==> config.mk <==
export PLATFORM = sky130hd
export DESIGN_NAME = dot11_rx
export DESIGN_NICKNAME = d
export VERILOG_FILES = /design/src/common/dot11_pkg.sv /design/src/header/ht_sig_crc8.sv /design/src/header/header_decoder.sv /design/src/verilog/rx_byte_fifo.sv /design/src/verilog/rx_control.sv /design/src/verilog/fcs_crc32.sv /design/src/verilog/dot11_rx.sv
export SDC_FILE = /design/constraint.sdc
export NUM_CORES = 1
export LEC_CHECK = 0
export BUFFER_PORTS_ARGS = -buffer_cell sky130_fd_sc_hd__clkbuf_2
export CORE_AREA = 2 2 169 171
export DETAILED_ROUTE_END_ITERATION = 10
export DIE_AREA = 0 0 171 173
export PLACE_DENSITY = 0.71
export SYNTH_ARGS = -nofsm -noshare
export SYNTH_HDL_FRONTEND = slang
export SYNTH_HIERARCHICAL = 1
export SYNTH_SLANG_ARGS = --single-unit
==> constraint.sdc <==
create_clock -name clock -period 6.2 [get_ports clock]
set_input_delay 0.31 -clock clock [delete_from_list [all_inputs] [get_ports clock]]
set_output_delay 0.31 -clock clock [all_outputs]
set_load 0.01 [all_outputs]
==> src/common/dot11_pkg.sv <==
package dot11_pkg;

    ////////////////////////////////////////////////////////////
    // header sizes and check lengths
    ////////////////////////////////////////////////////////////
    localparam int L_SIG_BYTES  = 3;
    localparam int HT_SIG_BYTES = 6;
    localparam int HT_CRC_BITS  = 34;

    // x^8+x^2+x+1, shifted msb first
    localparam logic [7:0] HT_CRC8_POLY = 8'h07;

    // 04C11DB7 reversed, for the lsb-first register
    localparam logic [31:0] CRC32_POLY_REFL = 32'hEDB8_8320;
    // register value after data plus a correct fcs
    localparam logic [31:0] FCS_RESIDUE     = 32'hDEBB_20E3;

    ////////////////////////////////////////////////////////////
    // stream and header types
    ////////////////////////////////////////////////////////////

    // ht only meaningful together with sop
    typedef struct packed {
        logic       ht;
        logic       sop;
        logic [7:0] data;
    } rx_byte_t;

    typedef enum logic [3:0] {
        E_OK,
        E_PARITY_FAIL,
        E_WRONG_RSVD,
        E_WRONG_TAIL,
        E_UNSUPPORTED_RATE,
        E_WRONG_CRC,
        E_UNSUPPORTED_MCS,
        E_UNSUPPORTED_CBW,
        E_HT_WRONG_RSVD,
        E_UNSUPPORTED_STBC,
        E_UNSUPPORTED_FEC,
        E_UNSUPPORTED_SPATIAL,
        E_HT_WRONG_TAIL,
        E_WRONG_FCS
    } status_e;

    // rate sits in the low bits, first on air
    typedef struct packed {
        logic [5:0]  tail;
        logic        parity;
        logic [11:0] length;
        logic        reserved;
        logic [3:0]  rate;
    } legacy_sig_t;

    // ht-sig2 in the upper 24 bits, ht-sig1 below
    typedef struct packed {
        logic [5:0]  tail;
        logic [7:0]  crc;
        logic [1:0]  num_ext;
        logic        sgi;
        logic        fec;
        logic [1:0]  stbc;
        logic        aggregation;
        logic        reserved;
        logic        not_sounding;
        logic        smoothing;
        logic [15:0] length;
        logic        cbw;
        logic [6:0]  mcs;
    } ht_sig_t;

    // rate[7] marks an ht mcs
    typedef struct packed {
        logic [7:0]  rate;
        logic [15:0] length;
        logic        ht;
        logic        aggr;
        logic        sgi;
    } pkt_info_t;

    typedef struct packed {
        logic    done;
        logic    ok;
        status_e status;
    } hdr_result_t;

endpackage

==> src/header/ht_sig_crc8.sv <==
module ht_sig_crc8
    import dot11_pkg::*;
(
    input  logic       clock,
    input  logic       reset,
    input  logic       clear_i,
    input  logic       bit_i,
    input  logic       bit_valid_i,
    output logic [7:0] crc_o
);

    logic [7:0] crc_q;
    logic       feedback;

    assign feedback = bit_i ^ crc_q[7];

    always_ff @(posedge clock) begin
        if (reset || clear_i) begin
            crc_q <= 8'hff;
        end else if (bit_valid_i) begin
            crc_q <= {crc_q[6:0], 1'b0} ^ (feedback ? HT_CRC8_POLY : 8'h00);
        end
    end

    // c7 goes out first and inverted, so it lands in bit 0
    always_comb begin
        for (int i = 0; i < 8; i++) begin
            crc_o[i] = ~crc_q[7 - i];
        end
    end

endmodule

==> src/header/header_decoder.sv <==
module header_decoder
    import dot11_pkg::*;
(
    input  logic        clock,
    input  logic        reset,
    input  logic [7:0]  hdr_byte_i,
    input  logic        hdr_valid_i,
    input  logic        is_ht_i,
    output pkt_info_t   info_o,
    output hdr_result_t result_o
);

    typedef enum logic [1:0] {
        S_COLLECT,
        S_SETUP,
        S_CRC,
        S_HT_CHECK
    } state_e;

    state_e      state;
    logic [3:0]  byte_cnt;
    logic [5:0]  bit_cnt;
    legacy_sig_t lsig;
    legacy_sig_t lsig_next;
    ht_sig_t     hsig;
    logic        last_byte;
    status_e     l_status;
    status_e     h_status;
    logic [7:0]  crc_calc;

    ////////////////////////////////////////////////////////////
    // field checks, first failure wins
    ////////////////////////////////////////////////////////////
    function automatic status_e check_lsig(input legacy_sig_t s);
        status_e st;
        // even parity over rate, reserved and length
        if (^s[17:0])
            st = E_PARITY_FAIL;
        else if (s.reserved)
            st = E_WRONG_RSVD;
        else if (s.tail != '0)
            st = E_WRONG_TAIL;
        else if (!s.rate[3])
            st = E_UNSUPPORTED_RATE;
        else
            st = E_OK;
        return st;
    endfunction

    function automatic status_e check_ht(input ht_sig_t s, input logic [7:0] crc);
        status_e st;
        if (crc != s.crc)
            st = E_WRONG_CRC;
        else if (s.mcs > 7'd7)
            st = E_UNSUPPORTED_MCS;
        else if (s.cbw)
            st = E_UNSUPPORTED_CBW;
        else if (!s.reserved)
            st = E_HT_WRONG_RSVD;
        else if (s.stbc != '0)
            st = E_UNSUPPORTED_STBC;
        else if (s.fec)
            st = E_UNSUPPORTED_FEC;
        else if (s.num_ext != '0)
            st = E_UNSUPPORTED_SPATIAL;
        else if (s.tail != '0)
            st = E_HT_WRONG_TAIL;
        else
            st = E_OK;
        return st;
    endfunction

    // lsig with the incoming byte already shifted in
    assign lsig_next = (byte_cnt < 4'(L_SIG_BYTES)) ?
        legacy_sig_t'({hdr_byte_i, lsig[23:8]}) : lsig;
    assign last_byte = hdr_valid_i && (is_ht_i ?
        (byte_cnt == 4'(L_SIG_BYTES + HT_SIG_BYTES - 1)) : (byte_cnt == 4'(L_SIG_BYTES - 1)));
    assign l_status  = check_lsig(lsig_next);
    assign h_status  = check_ht(hsig, crc_calc);

    ht_sig_crc8 crc0 (
        .clock       (clock),
        .reset       (reset),
        .clear_i     (state == S_SETUP),
        .bit_i       (hsig[bit_cnt]),
        .bit_valid_i (state == S_CRC),
        .crc_o       (crc_calc)
    );

    always_ff @(posedge clock) begin
        if (reset) begin
            state    <= S_COLLECT;
            byte_cnt <= '0;
            bit_cnt  <= '0;
            result_o <= '0;
        end else begin
            result_o.done <= 1'b0;
            case (state)
                S_COLLECT: begin
                    if (hdr_valid_i) begin
                        byte_cnt <= byte_cnt + 4'd1;
                    end
                    // a bad l-sig ends an ht header without the crc run
                    if (last_byte) begin
                        byte_cnt <= '0;
                        if (is_ht_i && l_status == E_OK) begin
                            state <= S_SETUP;
                        end else begin
                            result_o <= '{done: 1'b1, ok: (l_status == E_OK), status: l_status};
                        end
                    end
                end
                S_SETUP: begin
                    bit_cnt <= '0;
                    state   <= S_CRC;
                end
                S_CRC: begin
                    bit_cnt <= bit_cnt + 6'd1;
                    if (bit_cnt == 6'(HT_CRC_BITS - 1)) begin
                        state <= S_HT_CHECK;
                    end
                end
                default: begin
                    result_o <= '{done: 1'b1, ok: (h_status == E_OK), status: h_status};
                    state    <= S_COLLECT;
                end
            endcase
        end
    end

    ////////////////////////////////////////////////////////////
    // header registers, lsb byte first
    ////////////////////////////////////////////////////////////
    always_ff @(posedge clock) begin
        if (hdr_valid_i) begin
            lsig <= lsig_next;
            if (byte_cnt >= 4'(L_SIG_BYTES)) begin
                hsig <= {hdr_byte_i, hsig[47:8]};
            end
        end
        if (last_byte) begin
            info_o <= '{rate: {4'd0, lsig_next.rate}, length: {4'd0, lsig_next.length},
                        ht: 1'b0, aggr: 1'b0, sgi: 1'b0};
        end else if (state == S_HT_CHECK) begin
            info_o <= '{rate: {1'b1, hsig.mcs}, length: hsig.length,
                        ht: 1'b1, aggr: hsig.aggregation, sgi: hsig.sgi};
        end
    end

    // control holds its pops until the verdict
    a_no_byte_in_check: assert property (@(posedge clock) disable iff (reset)
        (state != S_COLLECT) |-> !hdr_valid_i)
        else $error("header byte during ht-sig check");

endmodule

==> src/verilog/rx_byte_fifo.sv <==
module rx_byte_fifo
    import dot11_pkg::*;
#(
    parameter int FIFO_DEPTH = 8
) (
    input  logic     clock,
    input  logic     reset,
    input  logic     push_valid_i,
    input  rx_byte_t push_i,
    input  logic     pop_i,
    output rx_byte_t head_o,
    output logic     head_valid_o,
    output logic     credit_o
);

    localparam int ADDR_W = (FIFO_DEPTH > 1) ? $clog2(FIFO_DEPTH) : 1;
    localparam int CNT_W  = $clog2(FIFO_DEPTH + 1);

    rx_byte_t          mem [FIFO_DEPTH];
    logic [ADDR_W-1:0] wr_ptr;
    logic [ADDR_W-1:0] rd_ptr;
    logic [CNT_W-1:0]  count;
    logic              do_pop;

    function automatic logic [ADDR_W-1:0] next_ptr(input logic [ADDR_W-1:0] p);
        return (p == ADDR_W'(FIFO_DEPTH - 1)) ? '0 : p + 1'b1;
    endfunction

    assign head_o       = mem[rd_ptr];
    assign head_valid_o = (count != '0);
    assign do_pop       = pop_i && head_valid_o;

    always_ff @(posedge clock) begin
        if (reset) begin
            wr_ptr   <= '0;
            rd_ptr   <= '0;
            count    <= '0;
            credit_o <= 1'b0;
        end else begin
            // every byte taken out hands one credit back
            credit_o <= do_pop;
            if (push_valid_i) begin
                wr_ptr <= next_ptr(wr_ptr);
            end
            if (do_pop) begin
                rd_ptr <= next_ptr(rd_ptr);
            end
            count <= count + CNT_W'(push_valid_i) - CNT_W'(do_pop);
        end
    end

    always_ff @(posedge clock) begin
        if (push_valid_i) begin
            mem[wr_ptr] <= push_i;
        end
    end

    // sender outran its credits
    a_no_overflow: assert property (@(posedge clock) disable iff (reset)
        push_valid_i |-> (count < CNT_W'(FIFO_DEPTH)))
        else $error("push into full byte fifo");

endmodule

==> src/verilog/rx_control.sv <==
module rx_control
    import dot11_pkg::*;
(
    input  logic        clock,
    input  logic        reset,
    input  rx_byte_t    head_i,
    input  logic        head_valid_i,
    output logic        pop_o,
    output logic [7:0]  hdr_byte_o,
    output logic        hdr_valid_o,
    output logic        is_ht_o,
    input  hdr_result_t result_i,
    input  pkt_info_t   info_i,
    output logic        fcs_clear_o,
    output logic [7:0]  data_o,
    output logic        data_valid_o,
    input  logic        fcs_match_i,
    output logic        hdr_strobe_o,
    output pkt_info_t   pkt_info_o,
    output logic        hdr_ok_o,
    output logic        fcs_strobe_o,
    output logic        fcs_ok_o,
    output status_e     status_o
);

    typedef enum logic [2:0] {
        S_IDLE,
        S_HEADER,
        S_HEADER_WAIT,
        S_DATA,
        S_FCS_REPORT,
        S_DISCARD
    } state_e;

    state_e      state;
    logic        ht_q;
    logic [3:0]  hdr_cnt;
    logic [3:0]  hdr_last;
    logic [15:0] pay_cnt;
    logic [15:0] pay_len;
    logic        sop_seen;

    assign sop_seen = head_valid_i && head_i.sop;
    assign hdr_last = ht_q ? 4'(L_SIG_BYTES + HT_SIG_BYTES - 1) : 4'(L_SIG_BYTES - 1);

    ////////////////////////////////////////////////////////////
    // byte routing
    ////////////////////////////////////////////////////////////

    // no pops while the header is checked so credits stall
    always_comb begin
        case (state)
            S_IDLE, S_HEADER, S_DATA: pop_o = head_valid_i;
            S_DISCARD:                pop_o = head_valid_i && !head_i.sop;
            default:                  pop_o = 1'b0;
        endcase
    end

    assign hdr_byte_o  = head_i.data;
    assign hdr_valid_o = pop_o && ((state == S_HEADER) || (state == S_IDLE && head_i.sop));
    assign is_ht_o     = ht_q;
    assign fcs_clear_o = (state == S_IDLE) && sop_seen;

    ////////////////////////////////////////////////////////////
    // packet fsm
    ////////////////////////////////////////////////////////////
    always_ff @(posedge clock) begin
        if (reset) begin
            state        <= S_IDLE;
            ht_q         <= 1'b0;
            hdr_cnt      <= '0;
            pay_cnt      <= '0;
            data_valid_o <= 1'b0;
            hdr_strobe_o <= 1'b0;
            hdr_ok_o     <= 1'b0;
            fcs_strobe_o <= 1'b0;
            fcs_ok_o     <= 1'b0;
            status_o     <= E_OK;
        end else begin
            data_valid_o <= 1'b0;
            hdr_strobe_o <= 1'b0;
            fcs_strobe_o <= 1'b0;
            case (state)
                // stray bytes outside a packet are dropped
                S_IDLE: begin
                    if (sop_seen) begin
                        ht_q    <= head_i.ht;
                        hdr_cnt <= 4'd1;
                        state   <= S_HEADER;
                    end
                end
                S_HEADER: begin
                    if (head_valid_i) begin
                        hdr_cnt <= hdr_cnt + 4'd1;
                        if (hdr_cnt == hdr_last) begin
                            state <= S_HEADER_WAIT;
                        end
                    end
                end
                S_HEADER_WAIT: begin
                    if (result_i.done) begin
                        hdr_strobe_o <= 1'b1;
                        hdr_ok_o     <= result_i.ok;
                        status_o     <= result_i.status;
                        pay_cnt      <= '0;
                        if (!result_i.ok) begin
                            state <= S_DISCARD;
                        end else if (info_i.length == '0) begin
                            state <= S_FCS_REPORT;
                        end else begin
                            state <= S_DATA;
                        end
                    end
                end
                S_DATA: begin
                    if (head_valid_i) begin
                        data_valid_o <= 1'b1;
                        pay_cnt      <= pay_cnt + 16'd1;
                        if (pay_cnt == pay_len - 16'd1) begin
                            state <= S_FCS_REPORT;
                        end
                    end
                end
                // last byte is on data_o now and the checker includes it
                S_FCS_REPORT: begin
                    fcs_strobe_o <= 1'b1;
                    fcs_ok_o     <= fcs_match_i;
                    status_o     <= fcs_match_i ? E_OK : E_WRONG_FCS;
                    state        <= S_IDLE;
                end
                S_DISCARD: begin
                    if (sop_seen) begin
                        state <= S_IDLE;
                    end
                end
                default: state <= S_IDLE;
            endcase
        end
    end

    always_ff @(posedge clock) begin
        if (state == S_DATA && head_valid_i) begin
            data_o <= head_i.data;
        end
        if (state == S_HEADER_WAIT && result_i.done) begin
            pkt_info_o <= info_i;
            pay_len    <= info_i.length;
        end
    end

    // payload stays within the header length
    a_data_in_data_state: assert property (@(posedge clock) disable iff (reset)
        data_valid_o |-> ($past(state) == S_DATA) && ($past(pay_cnt) < $past(pay_len)))
        else $error("payload byte outside the data state or beyond the header length");

    // a packet start is only taken in idle
    a_pop_with_head: assert property (@(posedge clock) disable iff (reset)
        pop_o |-> head_valid_i && ((state == S_IDLE) || !head_i.sop))
        else $error("pop from an empty fifo or of a packet start inside a packet");

endmodule

==> src/verilog/fcs_crc32.sv <==
module fcs_crc32
    import dot11_pkg::*;
(
    input  logic       clock,
    input  logic       reset,
    input  logic       fcs_clear_i,
    input  logic [7:0] data_i,
    input  logic       data_valid_i,
    output logic       fcs_match_o
);

    logic [31:0] crc_q;
    logic [31:0] crc_next;

    // reflected crc-32, one byte lsb first
    function automatic logic [31:0] crc32_byte(input logic [31:0] crc, input logic [7:0] data);
        logic [31:0] c;
        c = crc ^ {24'd0, data};
        for (int i = 0; i < 8; i++) begin
            c = c[0] ? ((c >> 1) ^ CRC32_POLY_REFL) : (c >> 1);
        end
        return c;
    endfunction

    assign crc_next = data_valid_i ? crc32_byte(crc_q, data_i) : crc_q;

    // covers the byte arriving this cycle too
    assign fcs_match_o = (crc_next == FCS_RESIDUE);

    always_ff @(posedge clock) begin
        if (reset || fcs_clear_i) begin
            crc_q <= '1;
        end else begin
            crc_q <= crc_next;
        end
    end

endmodule

==> src/verilog/dot11_rx.sv <==
module dot11_rx
    import dot11_pkg::*;
#(
    parameter int FIFO_DEPTH = 8
) (
    input  logic        clock,
    input  logic        reset,
    input  logic        byte_valid_i,
    input  rx_byte_t    byte_i,
    output logic        credit_o,
    output logic [7:0]  data_o,
    output logic        data_valid_o,
    output logic        hdr_strobe_o,
    output pkt_info_t   pkt_info_o,
    output logic        hdr_ok_o,
    output logic        fcs_strobe_o,
    output logic        fcs_ok_o,
    output status_e     status_o
);

    rx_byte_t    head;
    logic        head_valid;
    logic        pop;
    logic [7:0]  hdr_byte;
    logic        hdr_valid;
    logic        is_ht;
    hdr_result_t hdr_result;
    pkt_info_t   hdr_info;
    logic        fcs_clear;
    logic        fcs_match;

    rx_byte_fifo #(
        .FIFO_DEPTH(FIFO_DEPTH)
    ) fifo0 (
        .clock        (clock),
        .reset        (reset),
        .push_valid_i (byte_valid_i),
        .push_i       (byte_i),
        .pop_i        (pop),
        .head_o       (head),
        .head_valid_o (head_valid),
        .credit_o     (credit_o)
    );

    header_decoder hdr0 (
        .clock       (clock),
        .reset       (reset),
        .hdr_byte_i  (hdr_byte),
        .hdr_valid_i (hdr_valid),
        .is_ht_i     (is_ht),
        .info_o      (hdr_info),
        .result_o    (hdr_result)
    );

    rx_control ctrl0 (
        .clock        (clock),
        .reset        (reset),
        .head_i       (head),
        .head_valid_i (head_valid),
        .pop_o        (pop),
        .hdr_byte_o   (hdr_byte),
        .hdr_valid_o  (hdr_valid),
        .is_ht_o      (is_ht),
        .result_i     (hdr_result),
        .info_i       (hdr_info),
        .fcs_clear_o  (fcs_clear),
        .data_o       (data_o),
        .data_valid_o (data_valid_o),
        .fcs_match_i  (fcs_match),
        .hdr_strobe_o (hdr_strobe_o),
        .pkt_info_o   (pkt_info_o),
        .hdr_ok_o     (hdr_ok_o),
        .fcs_strobe_o (fcs_strobe_o),
        .fcs_ok_o     (fcs_ok_o),
        .status_o     (status_o)
    );

    // checker sees the same bytes that leave the receiver
    fcs_crc32 fcs0 (
        .clock        (clock),
        .reset        (reset),
        .fcs_clear_i  (fcs_clear),
        .data_i       (data_o),
        .data_valid_i (data_valid_o),
        .fcs_match_o  (fcs_match)
    );

endmodule

==> metrics.txt, run 1 <==
design area 0.01690 mm2; DR vias/cell 5.632; outcome finished, final reports clean; die height 173 um; Die X roughly 170 um; commonest cells in the netlist edfxtp_1, nand2_1, dfxtp_1; skew final 0.02345 ns; worst skew pair latency 0.52 ns; clk buf depth 3; Worst setup EP type register; post-synth top area share about two fifths; sequential share of the synthesized area 55.80%; Util after Layout around 60%; Synth cell types 84; CTS root buffer clkbuf_16; Power Dens Cells 407.1 mW/mm2; drt drc 0; Slew Limit Fails 0; DR WL/cell 18.58 um; I/O pin cnt 58; nets@finish around 1,300; CTS Buf Count 35; Synth Cell Area approximately 0.015 mm2; EDFF count, synth ~200; Yosys warning count 6; hpwl dp 21,210 um; Primary FF master, synth edfxtp_1; CP required 6.61 ns; Leak Pwr 0.006104 uW; critical path arrival 4.19 ns; Overflow after GRT 0; DRT iter0 DRCs 869; DR top layer met4; IO Port Bufs 57; wire length on met1 approximately 14,000 um; initial antenna violation count 0; WL met2 15,380 um; Synth area leader edfxtp_1; Max Cap Viol 0; Routability Congestion 0.8405; die area 0.02958 mm2; final hold vios 0; max incr delay on CP between 0.6 and 0.7 ns; RSZ-0062 raised after global routing no; global-route wire length before repair 50,290 um; register area ~0.0084 mm2; postcts setup bufs 0; core area between 0.02 and 0.03 mm2; Yosys reg bits around 320; syn avg cell area 12.10 um2; Setup violations, final 0; non-filler cells in the finished layout roughly 1,700; clock tree sinks 318; CP max stage cell dfxtp_1; WL final 31,520 um; top cells by area, synth edfxtp_1, dfxtp_1, nand2_1; FMAX 0.2645 GHz; CTS tree yes; crit share post-route between 60% and 70%; vias between 9,000 and 10,000; Synth Instances 1,244; area of the multi-input gates between 0.006 and 0.007 mm2; Setup CP Type register to register; total track usage 21.66%; Placed Cells incl. Taps approximately 1,600; most frequent cell after synthesis edfxtp_1; Hold Crit Class input port to register; CP cell instances buf_4, mux4_1, mux2_2, nor4_1, nand4b_1, a21oi_1, nand3_1, mux2_4, and2_4, a211oi_1; total power 6880 uW; number of global-route vias before repair 9,214; Antenna Diode Count 0; Starting Density ~54%; CTS HTree Levels 2; Detail Route Antenna Nets 0; Tightest Pin Transition 1.189 ns; maximum number of pins on one net before global-route repair 60; Syn-to-layout area delta 12.29%; Crit Path Max Fanout 11; row cnt between 60 and 70; clk slew on worst S/H paths 0.06 ns; # fillers 2,172; Met3 Routed Length 1332 um; Critical Path Source Type register; DRT Pass-1 Iters 5; setup TNS 0 ns; maximum VDD drop 0.3476 mV; CTS Hold Bufs 0; Placed Area roughly 0.016 mm2; post-cts sizing count 0; FFs w/ async S/R, synth 0%; syn nets 1,277; ratio of cells with drive above 1 in the final layout between 10% and 20%; worst relative slew slack 20.46%; post-layout min period 3.780 ns
-- cell families (layout without fill, tap and decap cells) --
logic type	after synthesis	count (layout)	synth area share, %
simple gates	459	459	14.97
fa+ha+maj	20	20	1.713
compound gates	131	131	5.578
xor+xnor	139	139	9.560
flops	318	318	55.80
buf+inv	85	160	2.602
mux	92	92	9.776
-- registers in the layout, summed over array words and instances, names as in the netlist, 3 cells and up, named ones only --
signal and flops:
hdr0/result_o 6, hdr0/bit_cnt 6, ctrl0/pkt_info_o 11, fifo0/wr_ptr 3, ctrl0/data_o 8, ctrl0/status_o 4
hdr0/crc0/crc_q 8, fifo0/count 4, ctrl0/hdr_cnt 4, hdr0/byte_cnt 4, hdr0/hsig 48, hdr0/info_o 26
hdr0/lsig 24, fcs0/crc_q 32, ctrl0/pay_len 16, ctrl0/pay_cnt 16, fifo0/mem 80, fifo0/rd_ptr 3
ctrl0/state 3
-- cells in the final DEF, fill, tap and decap left out, drive strengths merged, types with 35 or more instances in the layout --
cell    Yosys  layout
a21oi      41      41
edfxtp    203     203
xor2       45      45
mux2i      40      40
dfxtp     115     115
nand2     190     190
nand3      40      40
clkbuf     40     101
mux4       35      35
xnor2      85      85
nor2       76      76
o21ai      35      35
-- worst paths after layout --
path	startpoint	to	slack [ns]	cells past startpoint
worst max register to register	register	hdr0/result_o[1]$_SDFFE_PP0P_	2.42	10
worst min-delay path	byte_i[6]	fifo0/mem[5][6]$_DFFE_PP_	0.07	1
worst max-delay path	register	hdr0/result_o[1]$_SDFFE_PP0P_	2.42	10
worst min register to register	hdr0/info_o[25]$_SDFFE_PP0N_	ctrl0/pkt_info_o[25]$_DFFE_PP_	0.43	0
-- worst max-delay path, delay by kind of cell, from the launching register on --
family          cells  cell delay, ns
flops               1            0.69
compound gates      2            0.52
simple gates        4            0.92
mux                 3            1.23
buf+inv             1            0.32
-- power by group --
part	switching, uW	internal [uW]
Combinational	1040	805
Clock	827	1430
Sequential	234	2550
-- final cells by class --
class                      count  area share (%)
tap                          378           2.799
inverter                      26          0.5775
timing repair buffer          70           2.265
clock buffer                  44           5.871
sequential                   318           49.70
clock inverter                20           1.658
multi-input combinational    841           37.13
-- per-stage QoR --
| step | hold WS, ns | setup slack [ns] |
|---|---|---|
| floorplan | 0.3816 | 2.136 |
| finish | 0.07059 | 2.420 |
| detailed placement | 0.4183 | 2.439 |
| global route | 0.08084 | 2.127 |
| global placement | 0.4176 | 2.546 |
| CTS | 0.06117 | 2.408 |
-- metal layers --
| metal | vias to the layer above | track usage, % |
|---|---|---|
| li1 | 4607 | - |
| met1 | 4654 | 30.61 |
| met2 | 256 | 35.79 |
| met3 | 40 | 2.998 |
| met4 | 0 | 4.838 |
| met5 | - | 0 |
No activity file was read; power rests on OpenSTA's default activity.
==> run 2, diff against run 1 <==
clock period = 3.6 ns   (was 6.2 ns; I/O delays follow)
==> run 2 against run 1 <==
  * Utilization is 0.52 points higher
  * Fmax is 9.7% higher
  * Design area rose by 0.84%
  * Global-route usage is 0.58 points higher
  * Clock power increased by 60%
  * Largest power group unchanged
  * Highest routed layer unchanged
==> metrics.txt, run 2 (synthesis results as in run 1) <==
CP required 4.02 ns (was 6.61 ns); CP max stage cell mux4_1 (was dfxtp_1); Antenna Diode Count 0 (unchanged); DRT Pass-1 Iters 7 (was 5); CTS tree yes (unchanged); final worst setup slack 0.1527 ns (was 2.420 ns); drt drc 0 (unchanged); Max Cap Viol 0 (unchanged); DR WL/cell 18.66 um (was 18.58 um); postcts setup bufs 0 (unchanged); total track usage 22.24% (was 21.66%); global-route wire length before repair 51,920 um (was 50,290 um); Tightest Pin Transition 1.200 ns (was 1.189 ns); Slew Limit Fails 0 (unchanged); vias 9,726 (was 9,557); crit share post-route 95.76% (was 60.97%); Worst setup EP type register (unchanged); CTS HTree Levels 2 (unchanged); die height 173 um (unchanged); Starting Density 54.47% (unchanged); max reg flops 80 (unchanged); Leak Pwr 0.006176 uW (was 0.006104 uW); Largest Register fifo0/mem (unchanged); ratio of cells with drive above 1 in the final layout 16.03% (was 14.94%); skew final 0.01766 ns (was 0.02345 ns); FMAX 0.2901 GHz (was 0.2645 GHz); Die X 171 um (unchanged); combinational group share of total power 28.5% (was 26.8%); post-layout min period 3.447 ns (was 3.780 ns); maximum number of pins on one net before global-route repair 49 (was 60); Critical Path Source Type register (unchanged); outcome finished, final reports clean (unchanged); max incr delay on CP 0.58 ns (was 0.69 ns); setup TNS 0 ns (unchanged); nets@finish 1,348 (was 1,325); clk buf depth 3 (unchanged); DRT iter0 DRCs 834 (was 869); core area 0.02763 mm2 (unchanged); Setup CP Type register to register (unchanged); IO Port Bufs 57 (unchanged); die area 0.02958 mm2 (unchanged); Placed Cells incl. Taps 1,646 (was 1,633); WL final 32,070 um (was 31,520 um); Detail Route Antenna Nets 0 (unchanged); Internal 8002 uW (was 4779 uW); Routability Congestion 0.8413 (was 0.8405); Power Dens Cells 685.7 mW/mm2 (was 407.1 mW/mm2); CTS root buffer clkbuf_16 (unchanged); Switching Share 31.53% (was 30.55%); number of global-route vias before repair 9,585 (was 9,214); hpwl dp 22,170 um (was 21,210 um); Place WS 0.1429 ns (was 2.439 ns); total power 11,690 uW (was 6880 uW); clk slew on worst S/H paths 0.06 ns (about the same); initial antenna violation count 0 (unchanged); maximum VDD drop 0.5705 mV (was 0.3476 mV); Syn-to-layout area delta 13.23% (was 12.29%); Clock Power Share 30.8% (was 32.8%); Overflow after GRT 0 (unchanged); non-filler cells in the finished layout 1,719 (was 1,697); Setup violations, final 0 (unchanged); commonest non-fill, non-tap cell in the layout edfxtp_1 (unchanged); Crit Path Max Fanout 20 (was 11); RSZ-0062 raised after global routing no (unchanged); CP cell instances buf_12, mux4_1, mux2_2, nor4_1, buf_4, nand4b_1, a21oi_2, nand3b_1, mux2_4, and2_4, a211oi_1 (was buf_4, mux4_1, mux2_2, nor4_1, nand4b_1, a21oi_1, nand3_1, mux2_4, and2_4, a211oi_1); clock tree sinks 318 (unchanged); DR vias/cell 5.658 (was 5.632); CTS Buf Count 35 (unchanged); Reg power frac 40.7% (was 40.4%); Crit path max-delay family multiplexers (unchanged); critical path arrival 3.87 ns (was 4.19 ns); worst skew pair latency 0.52 ns (about the same); final hold vios 0 (unchanged); Hold Crit Class input port to register (unchanged); largest registers fifo0/mem x80, hdr0/hsig x48, fcs0/crc_q x32 (unchanged); WP buf/inv 2 (was 1); most frequent cells in the layout edfxtp_1, nand2_1, dfxtp_1 (unchanged); row cnt 61 (unchanged); NetSw 3685 uW (was 2102 uW); I/O pin cnt 58 (unchanged); worst relative slew slack 19.97% (was 20.46%)
[run 2: cell types whose count changed in the layout (fill, tap and decap cells not counted), sizes merged]
cell / previous run / this run
clkinvlp: 0 / 3
bufinv: 7 / 4
dlygate4sd3: 0 / 10
buf: 13 / 26
clkbuf: 101 / 100
[run 2: what timing repair did]
item / in CTS / in global routing
hold buffers: 10 / 0
endpoints found under the setup margin: 0 / 9
hold endpoints to repair: 80 / 0
resized for setup: 0 / 4
[run 2: final cells by class]
type / instances / area [um2]
Inverter: 26 / 97.59
Fill cell: 2143 / 10590
Sequential cell: 318 / 8399
Multi-Input combinational cell: 841 / 6296
Tap cell: 378 / 473.0
Clock inverter: 20 / 245.2
Timing Repair Buffer: 93 / 605.6
Clock buffer: 43 / 925.9
[run 2: through the flow]
step | hold WS, ns | util [%] | instance area (um2)
final | 0.05112 | 61.68 | 17040
after global routing | 0.06422 | 61.68 | 17040
after CTS | 0.04043 | 61.61 | 17020
after detailed placement | 0.4093 | 57.01 | 15750
after global placement | 0.4059 | 57.01 | 15750
after floorplan | 0.2516 | - | 15050
[run 2: final timing paths]
path,startpoint,endpoint,slack [ns],depth (start not counted)
worst min register to register,hdr0/info_o[22]$_DFFE_PP_,ctrl0/pkt_info_o[22]$_DFFE_PP_,0.42,0
worst max-delay path,register,hdr0/result_o[2]$_SDFFE_PP0P_,0.15,11
worst min-delay path,byte_valid_i,fifo0/wr_ptr[1]$_SDFFE_PP0P_,0.05,3
worst max register to register,register,hdr0/result_o[2]$_SDFFE_PP0P_,0.15,11
[run 2: per-layer routing]
| layer | part of all wire [%] | global-route usage [%] |
|---|---|---|
| met4 | 2.5 | 6.497 |
| met3 | 5.1 | 3.159 |
| met2 | 48 | 36.19 |
| met1 | 44 | 31.19 |
| met5 | 0 | 0 |
[run 2: worst register-to-register path, delay by kind of cell, from the launching register on]
kind | cells | cell delay [ns]
mux | 3 | 1.23
buf+inv | 2 | 0.39
simple gates | 4 | 0.88
compound gates | 2 | 0.48
flops | 1 | 0.36
[run 2: power groups by stage]
stage	combinational (uW)	clock, uW	sequential, uW
2_1_floorplan	2580	0	4690
5_1_grt	3620	3830	4810
3_3_place_gp	3160	0	4810
4_1_cts	3280	3670	4750
6_report	3330	3600	4750
3_5_place_dp	3220	0	4830
